## src/common/ks10Pkg.sv

```systemverilog
// KS10 words are numbered 0 to 35 with bit 0 as the most significant bit
package ks10Pkg;

   ////////////////////////////////////////
   // Data types
   ////////////////////////////////////////

   typedef logic [0:35] word_t;         // One KS10 word

   // Priority level
   // 0 means no level, 1 is highest, 7 is lowest
   typedef logic [0:2]  level_t;

   ////////////////////////////////////////
   // Micro-operation function codes
   ////////////////////////////////////////

   // Stand-ins for the microcode actions that reach this slice
   typedef enum logic [0:2] {
      opNOP       = 3'd0,               // Idle
      opWRAPR     = 3'd1,               // Write APR flags, enables, PIA
      opWRPI      = 3'd2,               // Write PI system
      opPIACK     = 3'd3,               // Take requested level
      opPIDISMISS = 3'd4,               // Drop current level
      opHALT      = 3'd5,               // Halt the CPU
      opCLRCONT   = 3'd6,               // Clear CONT and EXEC
      opBUSRD     = 3'd7                // Start a bus read
   } opFunc_t;

endpackage : ks10Pkg

```

## src/common/aprPkg.sv

```systemverilog
// Bit positions use KS10 numbering, so a lower number is a more significant bit
package aprPkg;

   // Flag vector, one bit per APR flag
   typedef logic [0:4] flags_t;

   localparam int flagCSLO  = 0;        // Interrupt to console
   localparam int flagPWR   = 1;        // Power fail
   localparam int flagNXM   = 2;        // Non-existent memory
   localparam int flagTIMER = 3;        // Interval timer
   localparam int flagCSLI  = 4;        // Interrupt from console

   ////////////////////////////////////////
   // aprFLAGS layout, bits 22 to 35
   ////////////////////////////////////////

   localparam int aprFlagsFirst = 22;
   localparam int aprFlagsLast  = 35;
   localparam int aprEnFirst    = 22;   // Flag enables
   localparam int aprEnLast     = 26;
   localparam int aprFlFirst    = 27;   // Flags
   localparam int aprFlLast     = 31;
   localparam int aprIntrBit    = 32;   // Interrupt request
   localparam int aprPiaFirst   = 33;   // PI assignment
   localparam int aprPiaLast    = 35;

   ////////////////////////////////////////
   // WRAPR command word
   ////////////////////////////////////////

   localparam int wraprEN       = 20;   // Enable selected flags
   localparam int wraprDIS      = 21;   // Disable selected flags
   localparam int wraprCLR      = 22;   // Clear selected flags
   localparam int wraprSET      = 23;   // Set selected flags
   localparam int wraprSelFirst = 27;   // Flag select, same order as flags_t
   localparam int wraprSelLast  = 31;
   localparam int wraprPiaFirst = 33;   // New PIA
   localparam int wraprPiaLast  = 35;

   ////////////////////////////////////////
   // WRPI command word
   ////////////////////////////////////////

   localparam int wrpiCLRACT   = 23;    // Empty the active set
   localparam int wrpiLVLOFF   = 25;    // Clear selected level enables
   localparam int wrpiLVLON    = 26;    // Set selected level enables
   localparam int wrpiSYSOFF   = 27;    // PI system off
   localparam int wrpiSYSON    = 28;    // PI system on
   localparam int wrpiSelFirst = 29;    // Level select, bit 29 is level 1
   localparam int wrpiSelLast  = 35;

endpackage : aprPkg

```

## src/common/uopIf.sv

```systemverilog
// Strobe is a single-cycle pulse and each block decodes only its own codes
interface uopIf;

   import ks10Pkg::*;

   logic    opStb;                      // Micro-op strobe
   opFunc_t opFunc;                     // Function code
   word_t   opData;                     // Command word

   // Issuing side, stands in for the microsequencer
   modport seq (
      output opStb,
      output opFunc,
      output opData
   );

   // Receiving side, one per functional block
   modport blk (
      input  opStb,
      input  opFunc,
      input  opData
   );

endinterface : uopIf

```

## src/pi/piCfg.sv

```systemverilog
// Only WRPI touches this state and system-off wins over system-on in one word
module piCfg (
   input  logic clkT,                   // Clock
   input  logic rst,                    // Sync reset
   uopIf.blk    uop,                    // Micro-op strobe
   output logic piOn,                   // PI system on
   output logic [1:7] piEnable          // Level enables
);

   import ks10Pkg::*;
   import aprPkg::*;

   logic       wrpi;                    // WRPI strobe
   logic [1:7] lvlSel;                  // Selected levels
   logic [1:7] enNext;

   assign wrpi   = uop.opStb && (uop.opFunc == opWRPI);
   assign lvlSel = uop.opData[wrpiSelFirst:wrpiSelLast];

   // Level enable update, clear applied after set
   always_comb begin
      enNext = piEnable;
      if (uop.opData[wrpiLVLON])
         enNext = enNext | lvlSel;
      if (uop.opData[wrpiLVLOFF])
         enNext = enNext & ~lvlSel;
   end

   always_ff @(posedge clkT) begin
      if (rst) begin
         piOn     <= 1'b0;
         piEnable <= '0;
      end else if (wrpi) begin
         piEnable <= enNext;
         if (uop.opData[wrpiSYSOFF])
            piOn <= 1'b0;               // Off has priority
         else if (uop.opData[wrpiSYSON])
            piOn <= 1'b1;
      end
   end

endmodule : piCfg

```

## src/pi/pi.sv

```systemverilog
// Outputs are registered, so a new request shows one clock after it arrives
module pi (
   input  logic clkT,                   // Clock
   input  logic rst,                    // Sync reset
   uopIf.blk    uop,                    // Micro-op strobe
   input  logic piOn,                   // PI system on
   input  logic [1:7] piEnable,         // Level enables
   input  logic [1:7] aprINTR,          // APR request
   input  logic [1:7] ubaINTR,          // Unibus request
   output logic piINTR,                 // Interrupt the CPU
   output ks10Pkg::level_t piREQPRI,    // Requested priority
   output ks10Pkg::level_t piCURPRI     // Current priority
);

   import ks10Pkg::*;
   import aprPkg::*;

   logic [1:7] piReq;                   // Masked requests
   logic [1:7] piAct;                   // Active set
   level_t     reqPri;
   level_t     curPri;
   logic       intrNext;
   logic       ack;
   logic       dismiss;
   logic       clrAct;

   // Level 1 wins, 0 when nothing set
   function automatic level_t hiPri(input logic [1:7] v);
      level_t r;
      r = '0;
      for (int i = 7; i >= 1; i--) begin
         if (v[i])
            r = level_t'(i);
      end
      return r;
   endfunction

   ////////////////////////////////////////
   // Request arbitration
   ////////////////////////////////////////

   assign piReq  = (aprINTR | ubaINTR) & piEnable & {7{piOn}};
   assign reqPri = hiPri(piReq);
   assign curPri = hiPri(piAct);

   // Only strictly higher priority breaks in
   assign intrNext = (reqPri != '0) && ((curPri == '0) || (reqPri < curPri));

   ////////////////////////////////////////
   // Active level stack
   ////////////////////////////////////////

   assign ack     = uop.opStb && (uop.opFunc == opPIACK);
   assign dismiss = uop.opStb && (uop.opFunc == opPIDISMISS);
   assign clrAct  = uop.opStb && (uop.opFunc == opWRPI) && uop.opData[wrpiCLRACT];

   always_ff @(posedge clkT) begin
      if (rst) begin
         piAct    <= '0;
         piINTR   <= 1'b0;
         piREQPRI <= '0;
         piCURPRI <= '0;
      end else begin
         piINTR   <= intrNext;
         piREQPRI <= reqPri;
         piCURPRI <= curPri;
         if (clrAct)
            piAct <= '0;
         else if (ack && (piREQPRI != '0))
            piAct[piREQPRI] <= 1'b1;    // Push taken level
         else if (dismiss && (piCURPRI != '0))
            piAct[piCURPRI] <= 1'b0;    // Pop current level
      end
   end

   // An interrupt to the CPU always carries a level to acknowledge
   assert property (@(posedge clkT) disable iff (rst) piINTR |-> (piREQPRI != '0));

endmodule : pi

```

## src/hdl/apr.sv

```systemverilog
// Hardware events set flags even on a cycle where WRAPR clears them
module apr (
   input  logic clkT,                   // Clock
   input  logic rst,                    // Sync reset
   uopIf.blk    uop,                    // Micro-op strobe
   input  logic timerINTR,              // Timer tick
   input  logic nxmINTR,                // NXM pulse
   input  logic cslINTRI,               // Console interrupt in
   output logic [aprPkg::aprFlagsFirst:aprPkg::aprFlagsLast] aprFLAGS,
   output logic [1:7] aprINTR,          // One-hot request at PIA
   output logic cslINTRO                // Interrupt to console
);

   import ks10Pkg::*;
   import aprPkg::*;

   flags_t aprFlg;                      // Flags
   flags_t aprEn;                       // Flag enables
   level_t aprPIA;                      // PI assignment
   flags_t hwSet;                       // Hardware set sources
   flags_t sel;                         // WRAPR flag select
   flags_t flgNext;
   flags_t enNext;
   logic   wrapr;
   logic   intrReq;

   assign wrapr = uop.opStb && (uop.opFunc == opWRAPR);
   assign sel   = uop.opData[wraprSelFirst:wraprSelLast];

   always_comb begin
      hwSet            = '0;                // No power-fail source here
      hwSet[flagNXM]   = nxmINTR;
      hwSet[flagTIMER] = timerINTR;
      hwSet[flagCSLI]  = cslINTRI;
   end

   ////////////////////////////////////////
   // Flag and enable update
   ////////////////////////////////////////

   always_comb begin
      flgNext = aprFlg;
      enNext  = aprEn;
      if (wrapr) begin
         if (uop.opData[wraprCLR])
            flgNext = flgNext & ~sel;
         if (uop.opData[wraprSET])
            flgNext = flgNext | sel;
         if (uop.opData[wraprEN])
            enNext = enNext | sel;
         if (uop.opData[wraprDIS])
            enNext = enNext & ~sel;
      end
      flgNext = flgNext | hwSet;           // Events always land
   end

   always_ff @(posedge clkT) begin
      if (rst) begin
         aprFlg <= '0;
         aprEn  <= '0;
         aprPIA <= '0;
      end else begin
         aprFlg <= flgNext;
         aprEn  <= enNext;
         if (wrapr)
            aprPIA <= uop.opData[wraprPiaFirst:wraprPiaLast];
      end
   end

   // CSLO goes to the console, not to the PI
   assign intrReq = |(aprFlg[flagPWR:flagCSLI] & aprEn[flagPWR:flagCSLI]);

   always_comb begin
      aprINTR = '0;
      if (aprPIA != '0)
         aprINTR[aprPIA] = intrReq;        // PIA 0 means unassigned
   end

   assign aprFLAGS[aprEnFirst:aprEnLast]   = aprEn;
   assign aprFLAGS[aprFlFirst:aprFlLast]   = aprFlg;
   assign aprFLAGS[aprIntrBit]             = intrReq;
   assign aprFLAGS[aprPiaFirst:aprPiaLast] = aprPIA;
   assign cslINTRO = aprFlg[flagCSLO];

   // PI sees at most one level from the APR
   assert property (@(posedge clkT) disable iff (rst) $onehot0(aprINTR));

endmodule : apr

```

## src/hdl/timer.sv

```systemverilog
// timerPeriod must be at least 2 and the count restarts whenever enable drops
module timer #(
   parameter int timerPeriod = 50       // Cycles between ticks
) (
   input  logic clkT,                   // Clock
   input  logic rst,                    // Sync reset
   input  logic cslTIMEREN,             // Console timer enable
   output logic timerINTR               // One-cycle tick
);

   localparam int cntW = $clog2(timerPeriod);

   logic [cntW-1:0] tmrCnt;             // Prescale counter
   logic            tmrTC;              // Terminal count

   assign tmrTC = (tmrCnt == cntW'(timerPeriod - 1));

   always_ff @(posedge clkT) begin
      if (rst) begin
         tmrCnt    <= '0;
         timerINTR <= 1'b0;
      end else if (!cslTIMEREN) begin
         tmrCnt    <= '0;               // Held clear while off
         timerINTR <= 1'b0;
      end else if (tmrTC) begin
         tmrCnt    <= '0;
         timerINTR <= 1'b1;             // Tick and wrap
      end else begin
         tmrCnt    <= tmrCnt + 1'b1;
         timerINTR <= 1'b0;
      end
   end

endmodule : timer

```

## src/hdl/intf.sv

```systemverilog
// Console reset beats console set, and both beat the micro-op strobe
module intf (
   input  logic clkT,                   // Clock
   input  logic rst,                    // Sync reset
   input  logic cslRESET,               // Console CPU reset
   input  logic cslSET,                 // Load RUN, EXEC, CONT
   input  logic cslRUN,                 // Run level
   input  logic cslCONT,                // Continue level
   input  logic cslEXEC,                // Execute level
   uopIf.blk    uop,                    // Micro-op strobe
   output logic cpuRUN,                 // Run status
   output logic cpuEXEC,                // Exec status
   output logic cpuCONT,                // Cont status
   output logic cpuHALT                 // Halt status
);

   import ks10Pkg::*;

   logic doHalt;
   logic doClrCont;

   assign doHalt    = uop.opStb && (uop.opFunc == opHALT);
   assign doClrCont = uop.opStb && (uop.opFunc == opCLRCONT);

   always_ff @(posedge clkT) begin
      if (rst || cslRESET) begin
         cpuRUN  <= 1'b0;
         cpuEXEC <= 1'b0;
         cpuCONT <= 1'b0;
         cpuHALT <= 1'b1;               // Come up halted
      end else if (cslSET) begin
         cpuRUN  <= cslRUN;
         cpuEXEC <= cslEXEC;
         cpuCONT <= cslCONT;
         if (cslRUN)
            cpuHALT <= 1'b0;
      end else if (doHalt) begin
         cpuRUN  <= 1'b0;
         cpuHALT <= 1'b1;
      end else if (doClrCont) begin
         cpuCONT <= 1'b0;               // Microcode consumed the step
         cpuEXEC <= 1'b0;
      end
   end

endmodule : intf

```

## src/hdl/memBus.sv

```systemverilog
// One read outstanding, and a read issued while cpuREQO is up is dropped
module memBus #(
   parameter int nxmTimeout = 16        // Cycles to wait for ACK
) (
   input  logic clkT,                   // Clock
   input  logic rst,                    // Sync reset
   uopIf.blk    uop,                    // Micro-op strobe
   input  logic cpuACKI,                // Bus acknowledge
   output logic cpuREQO,                // Bus request
   output ks10Pkg::word_t cpuADDRO,     // Address and flags
   output logic nxmINTR                 // Timeout pulse
);

   import ks10Pkg::*;

   localparam int cntW = $clog2(nxmTimeout);

   logic            busRd;
   logic [cntW-1:0] nxmCnt;             // Watchdog

   assign busRd = uop.opStb && (uop.opFunc == opBUSRD);

   // Address register, loaded only when idle
   always_ff @(posedge clkT) begin
      if (busRd && !cpuREQO)
         cpuADDRO <= uop.opData;
   end

   always_ff @(posedge clkT) begin
      if (rst) begin
         cpuREQO <= 1'b0;
         nxmCnt  <= '0;
         nxmINTR <= 1'b0;
      end else begin
         nxmINTR <= 1'b0;
         if (!cpuREQO) begin
            nxmCnt <= '0;
            if (busRd)
               cpuREQO <= 1'b1;
         end else if (cpuACKI) begin
            cpuREQO <= 1'b0;            // Slave took it
         end else if (nxmCnt == cntW'(nxmTimeout - 1)) begin
            cpuREQO <= 1'b0;            // Nobody home
            nxmINTR <= 1'b1;
         end else begin
            nxmCnt <= nxmCnt + 1'b1;
         end
      end
   end

   assert property (@(posedge clkT) disable iff (rst) busRd |-> !cpuREQO);
   assert property (@(posedge clkT) disable iff (rst)
      cpuREQO && $past(cpuREQO) |-> $stable(cpuADDRO));

endmodule : memBus

```

## src/hdl/cpuCtl.sv

```systemverilog
// Microcode is replaced by the op strobe ports and every register runs on each clkT edge
module cpuCtl #(
   parameter int timerPeriod = 50,      // Timer tick period
   parameter int nxmTimeout  = 16       // Bus watchdog limit
) (
   input  logic clkT,                   // Clock
   input  logic rst,                    // Sync reset
   // Console
   input  logic cslRESET,               // CPU reset
   input  logic cslSET,                 // Set RUN, EXEC, CONT
   input  logic cslRUN,
   input  logic cslCONT,
   input  logic cslEXEC,
   input  logic cslTIMEREN,             // Timer enable
   input  logic cslINTRI,               // Console to CPU
   output logic cslINTRO,               // CPU to console
   // Unibus
   input  logic [1:7] ubaINTR,          // Unibus requests
   // Micro-op
   input  logic opStb,
   input  ks10Pkg::opFunc_t opFunc,
   input  ks10Pkg::word_t opData,
   // Bus
   input  logic cpuACKI,
   output logic cpuREQO,
   output ks10Pkg::word_t cpuADDRO,
   // Status
   output logic piINTR,
   output logic cpuHALT,
   output logic cpuRUN,
   output logic cpuEXEC,
   output logic cpuCONT,
   output logic [aprPkg::aprFlagsFirst:aprPkg::aprFlagsLast] aprFLAGS,
   output ks10Pkg::level_t piREQPRI,
   output ks10Pkg::level_t piCURPRI
);

   logic [1:7] aprINTR;                 // APR request, one-hot
   logic       piOn;
   logic [1:7] piEnable;
   logic       timerINTR;
   logic       nxmINTR;

   ////////////////////////////////////////
   // Micro-op distribution
   ////////////////////////////////////////

   uopIf uop ();

   // Sequencer side of the interface
   assign uop.opStb  = opStb;
   assign uop.opFunc = opFunc;
   assign uop.opData = opData;

   ////////////////////////////////////////
   // Blocks
   ////////////////////////////////////////

   apr uApr (
      .clkT(clkT), .rst(rst), .uop(uop.blk),
      .timerINTR(timerINTR), .nxmINTR(nxmINTR), .cslINTRI(cslINTRI),
      .aprFLAGS(aprFLAGS), .aprINTR(aprINTR), .cslINTRO(cslINTRO)
   );

   piCfg uPiCfg (
      .clkT(clkT), .rst(rst), .uop(uop.blk),
      .piOn(piOn), .piEnable(piEnable)
   );

   pi uPi (
      .clkT(clkT), .rst(rst), .uop(uop.blk),
      .piOn(piOn), .piEnable(piEnable), .aprINTR(aprINTR), .ubaINTR(ubaINTR),
      .piINTR(piINTR), .piREQPRI(piREQPRI), .piCURPRI(piCURPRI)
   );

   timer #(.timerPeriod(timerPeriod)) uTimer (
      .clkT(clkT), .rst(rst), .cslTIMEREN(cslTIMEREN), .timerINTR(timerINTR)
   );

   intf uIntf (
      .clkT(clkT), .rst(rst), .cslRESET(cslRESET), .cslSET(cslSET),
      .cslRUN(cslRUN), .cslCONT(cslCONT), .cslEXEC(cslEXEC), .uop(uop.blk),
      .cpuRUN(cpuRUN), .cpuEXEC(cpuEXEC), .cpuCONT(cpuCONT), .cpuHALT(cpuHALT)
   );

   memBus #(.nxmTimeout(nxmTimeout)) uMemBus (
      .clkT(clkT), .rst(rst), .uop(uop.blk), .cpuACKI(cpuACKI),
      .cpuREQO(cpuREQO), .cpuADDRO(cpuADDRO), .nxmINTR(nxmINTR)
   );

endmodule : cpuCtl

```

## config.mk

```make
export PLATFORM = sky130hd
export DESIGN_NAME = cpuCtl
export DESIGN_NICKNAME = d
export VERILOG_FILES = /design/src/common/ks10Pkg.sv /design/src/common/aprPkg.sv /design/src/common/uopIf.sv /design/src/pi/piCfg.sv /design/src/pi/pi.sv /design/src/hdl/apr.sv /design/src/hdl/timer.sv /design/src/hdl/intf.sv /design/src/hdl/memBus.sv /design/src/hdl/cpuCtl.sv
export SDC_FILE = /design/constraint.sdc
export NUM_CORES = 1
export LEC_CHECK = 0
export ABC_AREA = 1
export BUFFER_PORTS_ARGS = -buffer_cell sky130_fd_sc_hd__buf_2
export CAP_MARGIN = 5
export CORE_ASPECT_RATIO = 0.8
export CORE_MARGIN = 2
export CORE_UTILIZATION = 35
export DETAILED_ROUTE_END_ITERATION = 10
export PLACE_DENSITY = 0.65
export SLEW_MARGIN = 15
export SYNTH_ARGS = -nofsm -noshare
export SYNTH_HDL_FRONTEND = slang
export SYNTH_SLANG_ARGS = --single-unit
```

## constraint.sdc

```tcl
create_clock -name clkT -period 5 [get_ports clkT]
set_input_delay 0.25 -clock clkT [delete_from_list [all_inputs] [get_ports clkT]]
set_output_delay 0.25 -clock clkT [all_outputs]
set_load 0.05 [all_outputs]
```

==> impl_metrics.env, run 1 <==
export IMPL_r2r_end="uPi.piINTR"
export IMPL_slew_limit_headroom=0.634
export IMPL_cts_resized=0
export IMPL_fin_crit_sh=0.393
export IMPL_cts_tree="yes"
export IMPL_cts_max_path_buffers=2
export IMPL_holdPathEnd="uMemBus.cpuADDRO[32]"
export IMPL_coreArea_um2=9770
export IMPL_worstPathRequired_ns=5.28
export IMPL_ys_types=39
export IMPL_min_path_cells=1
export IMPL_reg2reg_slack_ns=3.04
export IMPL_htreeDepth=3
export IMPL_grt_max_degree=36
export IMPL_rows=32
export IMPL_dieArea_um2=11000
export IMPL_grt_antenna_before_repair=1
export IMPL_postCtsSetupRepairBufs=0
export IMPL_ys_seq_area_frac=0.594
export IMPL_leakagePower_nw=1.96
export IMPL_skew_ns=0.00659
export IMPL_synth_top_cell_area_share=0.303
export IMPL_die_h_um=94.4
export IMPL_crit_fanout=6
export IMPL_syn_area_per_cell_um2=9.58
export IMPL_grt_ovfl_total=0
export IMPL_grt_pass1_vias=3001
export IMPL_layout_common_cells="119 x buf_2, 52 x dfxtp_1, 50 x nand2_1"
export IMPL_max_stage_delay_ns=0.34
export IMPL_drt_wl_total_mm=8.90
export IMPL_cts_sinks=88
export IMPL_dp_hpwl_mm=6.83
export IMPL_final_area_um2=4600
export IMPL_wl_per_cell_um=13.9
export IMPL_drtIter0Drc=210
export IMPL_gr_usage_all_layers=0.173
export IMPL_dr_pass1_iters=5
export IMPL_worstMarginPinSlew_ns=0.549
export IMPL_portBuffers=119
export IMPL_mostFrequentLayoutCell="buf_2"
export IMPL_async_flop_share=0
export IMPL_outcome="complete, no violations"
export IMPL_cts_hold_fix_buffers=0
export IMPL_crit_chain="nand2_1, nand2_1, nor2_4, o21bai_1, nand3_2, nand2_1, inv_2, nand3_1, inv_1, ha_1, a21oi_1, nand2_1, a21oi_2"
export IMPL_synth_seq_cells=88
export IMPL_whs_ns=0.0791
export IMPL_critical_path_endpoint_type="register"
export IMPL_drc_errors=0
export IMPL_power_density_nw_per_um2=326
export IMPL_crit_type="register to register"
export IMPL_ant_nets=0
export IMPL_synth_edf_count=36
export IMPL_syn_cell_area_um2=3570
export IMPL_hold_start="opData[32]"
export IMPL_post_drt_via_cell_ratio=4.82
export IMPL_vias=3078
export IMPL_yosysTopAreaCell="edfxtp_1"
export IMPL_gp_congestion=0.911
export IMPL_clockRootBuffer="clkbuf_16"
export IMPL_ys_flop_type="dfxtp_1"
export IMPL_seq_area_um2=2120
export IMPL_synth_area_leaders="edfxtp_1 30%, dfxtp_1 29%, nand2_1 5.3%"
export IMPL_drive_above_1_share=0.305
export IMPL_ioPinCount=120
export IMPL_finalHoldViolations=0
export IMPL_peakVddDrop_uv=154
export IMPL_fmax_mhz=509
export IMPL_dpl_cell_area_um2=4320
export IMPL_die_w_um=117
export IMPL_drv_cap=0
export IMPL_period_minus_slack_ns=1.96
export IMPL_drv_slew=0
export IMPL_synth_warnings=0
export IMPL_fillers=959
export IMPL_synth_nets=435
export IMPL_crit_arrival_ns=2.24
export IMPL_grt_first_pass_wirelength_mm=14.7
export IMPL_reg2reg_depth=13
export IMPL_clkLatencyLatePin_ns=0.35
export IMPL_clk_pin_slew_ns=0.07
export IMPL_rsz0062_at_grt="false"
export IMPL_synth_cells=373
export IMPL_start_kind="register"
export IMPL_crit_family="simple AND/OR/NAND/NOR gates"
export IMPL_crit_path_frequent_cell="nand2_1"
export IMPL_numCtsBuffers=9
export IMPL_finalSetupTns_ns=0
export IMPL_start_util=0.366
export IMPL_hold_class="input port to register"
export IMPL_finalSetupViolCount=0
export IMPL_areaGrowthSynthToFinish_pct=28.6
export IMPL_worst_path_buf_inv=2
export IMPL_nNetsFinal=559
export IMPL_multi_input_area_um2=1240
export IMPL_cpMaxStageDelayCell="dfxtp_1"
[synthesized netlist by cell type (3+ instances only)]
master and number:
ha_1 5, a21oi_1 30, inv_1 40, a221oi_1 4
inv_2 7, buf_4 3, nand4_1 10, o21bai_1 5
nand2_1 50, nand3_1 17, a311oi_1 4, nor3_1 9
dfxtp_1 52, nor3b_1 3, o31ai_1 6, clkbuf_1 4
o21ai_1 10, edfxtp_1 36, o21ai_0 17, nor2_1 36
[where the power goes]
group / switching, W / total, W / internal, W
registers: 0.00000668 / 0.000766 / 0.000759
logic: 0.0000779 / 0.000110 / 0.0000326
clock network: 0.000280 / 0.000622 / 0.000342
total: 0.000364 / 0.00150 / 0.00113
[worst reg2reg max path, cell delays in order, from the launching register on]
cell	delay, ns
dfxtp_1	0.34
nand2_1	0.06
nand2_1	0.15
nor2_4	0.07
o21bai_1	0.20
nand3_2	0.11
nand2_1	0.09
inv_2	0.04
nand3_1	0.13
inv_1	0.07
ha_1	0.29
a21oi_1	0.16
nand2_1	0.08
a21oi_2	0.10
[through the flow]
stage	worst slack (ns)	utilization	power (W)	instances
finish	3.04	0.471	0.00150	639
global route	2.78	0.470	0.00156	638
CTS	3.06	0.470	0.00152	638
detailed placement	3.10	0.442	0.000892	622
global placement	3.17	0.442	0.000890	622
floorplan	0.343	-	0.000845	373
[final cells by class]
class | count | share of cell area
diodes | 1 | 0.000544
flip-flops and latches | 88 | 0.462
well taps | 136 | 0.0370
clock inverters | 6 | 0.0109
multi-input cells | 230 | 0.270
repair buffers | 120 | 0.131
inverters | 48 | 0.0392
clock buffers | 10 | 0.0498
[kinds of logic (layout without fill, tap and decap cells)]
group	count (synthesis)	in the layout	share of synthesized area
buffers and inverters	55	184	0.0609
other	0	1	0
adder cells (fa/ha/maj)	5	5	0.0175
XOR/XNOR	2	2	0.00490
AND/OR/NAND/NOR	136	136	0.174
flip-flops	88	88	0.594
AO/OA/AOI/OAI	87	87	0.149
[routing by layer]
metal | global-route usage | up-vias | wire length [um]
met4 | 0.0667 | 0 | 117
li1 | - | 1545 | -
met1 | 0.225 | 1411 | 3920
met2 | 0.267 | 114 | 4100
met5 | 0 | - | 0
met3 | 0.0558 | 8 | 762
[worst max-delay path by stage]
stage	from	endpoint	slack [ns]	cells after the start
2_1_floorplan	uMemBus.cpuREQO	uMemBus.cpuADDRO[0]	0.34	1
3_3_place_gp	register	uPi.piINTR	3.17	13
6_report	register	uPi.piINTR	3.04	13
5_1_grt	uApr.aprPIA[2]	uPi.piINTR	2.78	15
4_1_cts	register	uPi.piINTR	3.06	13
3_5_place_dp	register	uPi.piINTR	3.10	12
Note: power is estimated with default switching activity, not from simulation.
==> inputs of run 2 (changes only) <==
--- a/config.mk
+++ b/config.mk
@@ -5,7 +5,7 @@
 export SDC_FILE = /design/constraint.sdc
 export NUM_CORES = 1
 export LEC_CHECK = 0
-export ABC_AREA = 1
+export ABC_AREA = 0
 export BUFFER_PORTS_ARGS = -buffer_cell sky130_fd_sc_hd__buf_2
 export CAP_MARGIN = 5
 export CORE_ASPECT_RATIO = 0.8
==> constraint.sdc (replaced) <==
create_clock -name clkT -period 2 [get_ports clkT]
set_input_delay 0.1 -clock clkT [delete_from_list [all_inputs] [get_ports clkT]]
set_output_delay 0.1 -clock clkT [all_outputs]
set_load 0.05 [all_outputs]
==> run 2 against run 1 <==
Against the previous run: the run now ends with setup timing left; global-route usage rose by 0.93 points; synthesized cell count shrank 11%; via count rose by 7.1%; synthesized area up 1.9%; worst setup slack worse by 3.3 ns; critical path type unchanged; largest cell class unchanged; largest power group is now clock.
==> impl_metrics.env, run 2 <==
export IMPL_numCtsBuffers=9
export IMPL_crit_fanout=5
export IMPL_clkLatencyLatePin_ns=0.33
export IMPL_whs_ns=0.0214
export IMPL_critical_path_endpoint_type="register"
export IMPL_fin_ws_ns=-0.306
export IMPL_synth_nets=393
export IMPL_clk_pin_slew_ns=0.06
export IMPL_syn_cell_area_um2=3640
export IMPL_wl_per_cell_um=15.1
export IMPL_die_w_um=118
export IMPL_fmax_mhz=434
export IMPL_gp_congestion=0.884
export IMPL_grt_first_pass_wirelength_mm=15.9
export IMPL_clockPowerShare=0.466
export IMPL_grt_antenna_before_repair=0
export IMPL_cts_tree="yes"
export IMPL_nNetsFinal=582
export IMPL_hold_class="input port to register"
export IMPL_rsz0062_at_grt="true"
export IMPL_start_kind="register"
export IMPL_synth_warnings=0
export IMPL_drv_slew=0
export IMPL_min_path_cells=3
export IMPL_gr_usage_all_layers=0.182
export IMPL_fin_crit_sh=1.15
export IMPL_skew_ns=0.00679
export IMPL_areaGrowthSynthToFinish_pct=49.4
export IMPL_post_drt_via_cell_ratio=4.95
export IMPL_synth_top_cell_area_share=0.297
export IMPL_drv_cap=0
export IMPL_synth_seq_cells=88
export IMPL_slew_limit_headroom=0.401
export IMPL_grt_max_degree=38
export IMPL_comb_power_share=0.076
export IMPL_worstMarginPinSlew_ns=0.887
export IMPL_crit_arrival_ns=2.49
export IMPL_seq_area_um2=2160
export IMPL_ant_nets=0
export IMPL_ioPinCount=120
export IMPL_period_minus_slack_ns=2.31
export IMPL_grt_pass1_vias=3170
export IMPL_ys_seq_area_frac=0.583
export IMPL_peakVddDrop_uv=623
export IMPL_start_util=0.357
export IMPL_yosysMostFrequentCell="dfxtp_1"
export IMPL_fillers=907
export IMPL_portBuffers=119
export IMPL_synth_area_leaders="edfxtp_1 30%, dfxtp_1 29%, nor2_1 4.1%"
export IMPL_drtIter0Drc=250
export IMPL_dieArea_um2=11200
export IMPL_reg2reg_slack_ns=-0.31
export IMPL_finalHoldViolations=0
export IMPL_drc_errors=0
export IMPL_switching_share=0.218
export IMPL_failed_checks="setup timing"
export IMPL_syn_area_per_cell_um2=11.0
export IMPL_ys_flop_type="dfxtp_1"
export IMPL_final_util=0.534
export IMPL_synth_cells=331
export IMPL_n_antenna_cell=0
export IMPL_mostFrequentLayoutCell="buf_2"
export IMPL_reg2reg_depth=12
export IMPL_coreArea_um2=10200
export IMPL_vias=3295
export IMPL_worstPathRequired_ns=2.19
export IMPL_grt_ovfl_total=0
export IMPL_seqPwrFrac=0.458
export IMPL_clockRootBuffer="clkbuf_16"
export IMPL_p_switching_w=0.000903
export IMPL_dp_slack_ns=-0.309
export IMPL_holdPathEnd="uApr.aprFlg[0]"
export IMPL_synth_edf_count=36
export IMPL_drt_wl_total_mm=10.0
export IMPL_finalSetupViolCount=1
export IMPL_drive_above_1_share=0.396
export IMPL_yosysTopAreaCell="edfxtp_1"
export IMPL_async_flop_share=0
export IMPL_crit_type="register to register"
export IMPL_r2r_end="uPi.piINTR"
export IMPL_leakagePower_nw=2.25
export IMPL_layout_common_cells="119 x buf_2, 41 x dfxtp_1, 40 x buf_4"
export IMPL_synth_commonest_cells="52 x dfxtp_1, 40 x nor2_1, 36 x edfxtp_1"
export IMPL_cts_sinks=88
export IMPL_dr_pass1_iters=4
export IMPL_intPower_w=0.00325
export IMPL_power_density_nw_per_um2=762
export IMPL_multi_input_area_um2=1500
export IMPL_ys_types=60
export IMPL_die_h_um=95.2
export IMPL_cts_max_path_buffers=2
export IMPL_hold_start="cslINTRI"
export IMPL_dp_hpwl_mm=7.02
export IMPL_rows=33
export IMPL_outcome="complete, but fails checks"
export IMPL_htreeDepth=3
-- run 2: cell types whose count changed after synthesis, sizes merged, moves of 9 or more --
| cell | previous run | this run |
|---|---|---|
| a21oi | 32 | 23 |
| a211oi | 2 | 19 |
| nand2 | 52 | 19 |
| inv | 47 | 7 |
| o21ai | 27 | 9 |
-- run 2: worst max-delay path, stage by stage, from the launching register on --
cell       delay, ns
dfxtp_4         0.35
a22oi_4         0.30
a2111oi_4       0.13
o211ai_1        0.30
nand4_1         0.17
buf_4           0.16
buf_4           0.12
buf_4           0.12
buf_4           0.12
buf_4           0.12
buf_4           0.13
nor2_4          0.09
a211oi_2        0.05
-- run 2: routing by layer --
layer | GRT usage | share of wire | wire length (um) | up-vias
li1 | - | - | - | 1628
met1 | 0.234 | 0.45 | 4510 | 1537
met2 | 0.299 | 0.48 | 4790 | 120
met3 | 0.0514 | 0.059 | 594 | 10
met4 | 0.0572 | 0.012 | 119 | 0
met5 | 0 | 0 | 0 | -
-- run 2: cell type report --
cell class | count | share of cell area
well taps | 140 | 0.0322
repair buffers | 192 | 0.226
clock buffers | 9 | 0.0414
multi-input cells | 222 | 0.276
inverters | 7 | 0.00483
flip-flops and latches | 88 | 0.397
clock inverters | 7 | 0.0228
-- run 2: worst max-delay path by stage --
| stage | endpoint | slack (ns) | depth (start not counted) |
|---|---|---|---|
| global route | uPi.piINTR | -0.40 | 12 |
| finish | uPi.piINTR | -0.31 | 12 |
| detailed placement | uPi.piINTR | -0.31 | 11 |
| CTS | uPi.piINTR | -0.25 | 11 |
| global placement | uPi.piINTR | -0.19 | 11 |
| floorplan | uPi.piINTR | -0.17 | 11 |
-- run 2: metrics by stage --
stage | instance area (um^2) | power, W | setup TNS (ns) | instances
2_1_floorplan | 3710 | 0.00208 | -0.174 | 331
3_3_place_gp | 4590 | 0.00220 | -0.190 | 601
3_5_place_dp | 4590 | 0.00220 | -0.309 | 601
4_1_cts | 5390 | 0.00420 | -0.247 | 661
5_1_grt | 5440 | 0.00430 | -0.470 | 665
6_report | 5440 | 0.00415 | -0.306 | 665
-- run 2: what timing repair did --
item / 4_1_cts / 5_1_grt
hold endpoints to repair: 38 / 0
pin swaps: 8 / 9
buffers inserted: 12 / 4
setup endpoints to repair: 1 / 2
resized for setup: 5 / 7
hold buffers: 32 / 0
-- run 2: power by group through the flow --
stage                     Clock, W  Combinational [W]  Sequential (W)
after floorplan                  0          0.0000675         0.00201
after detailed placement         0           0.000264         0.00194
after global placement           0           0.000260         0.00194
after global routing       0.00206           0.000337         0.00190
after CTS                  0.00198           0.000313         0.00190
final                      0.00193           0.000314         0.00190
-- run 2: logic make-up after synthesis --
| kind of cell | synth area share |
|---|---|
| AND/OR/NAND/NOR | 0.173 |
| flip-flops | 0.583 |
| adder cells (fa/ha/maj) | 0.0172 |
| AO/OA/AOI/OAI | 0.174 |
| buffers and inverters | 0.0258 |
| XOR/XNOR | 0.0168 |
| multiplexers | 0.0110 |
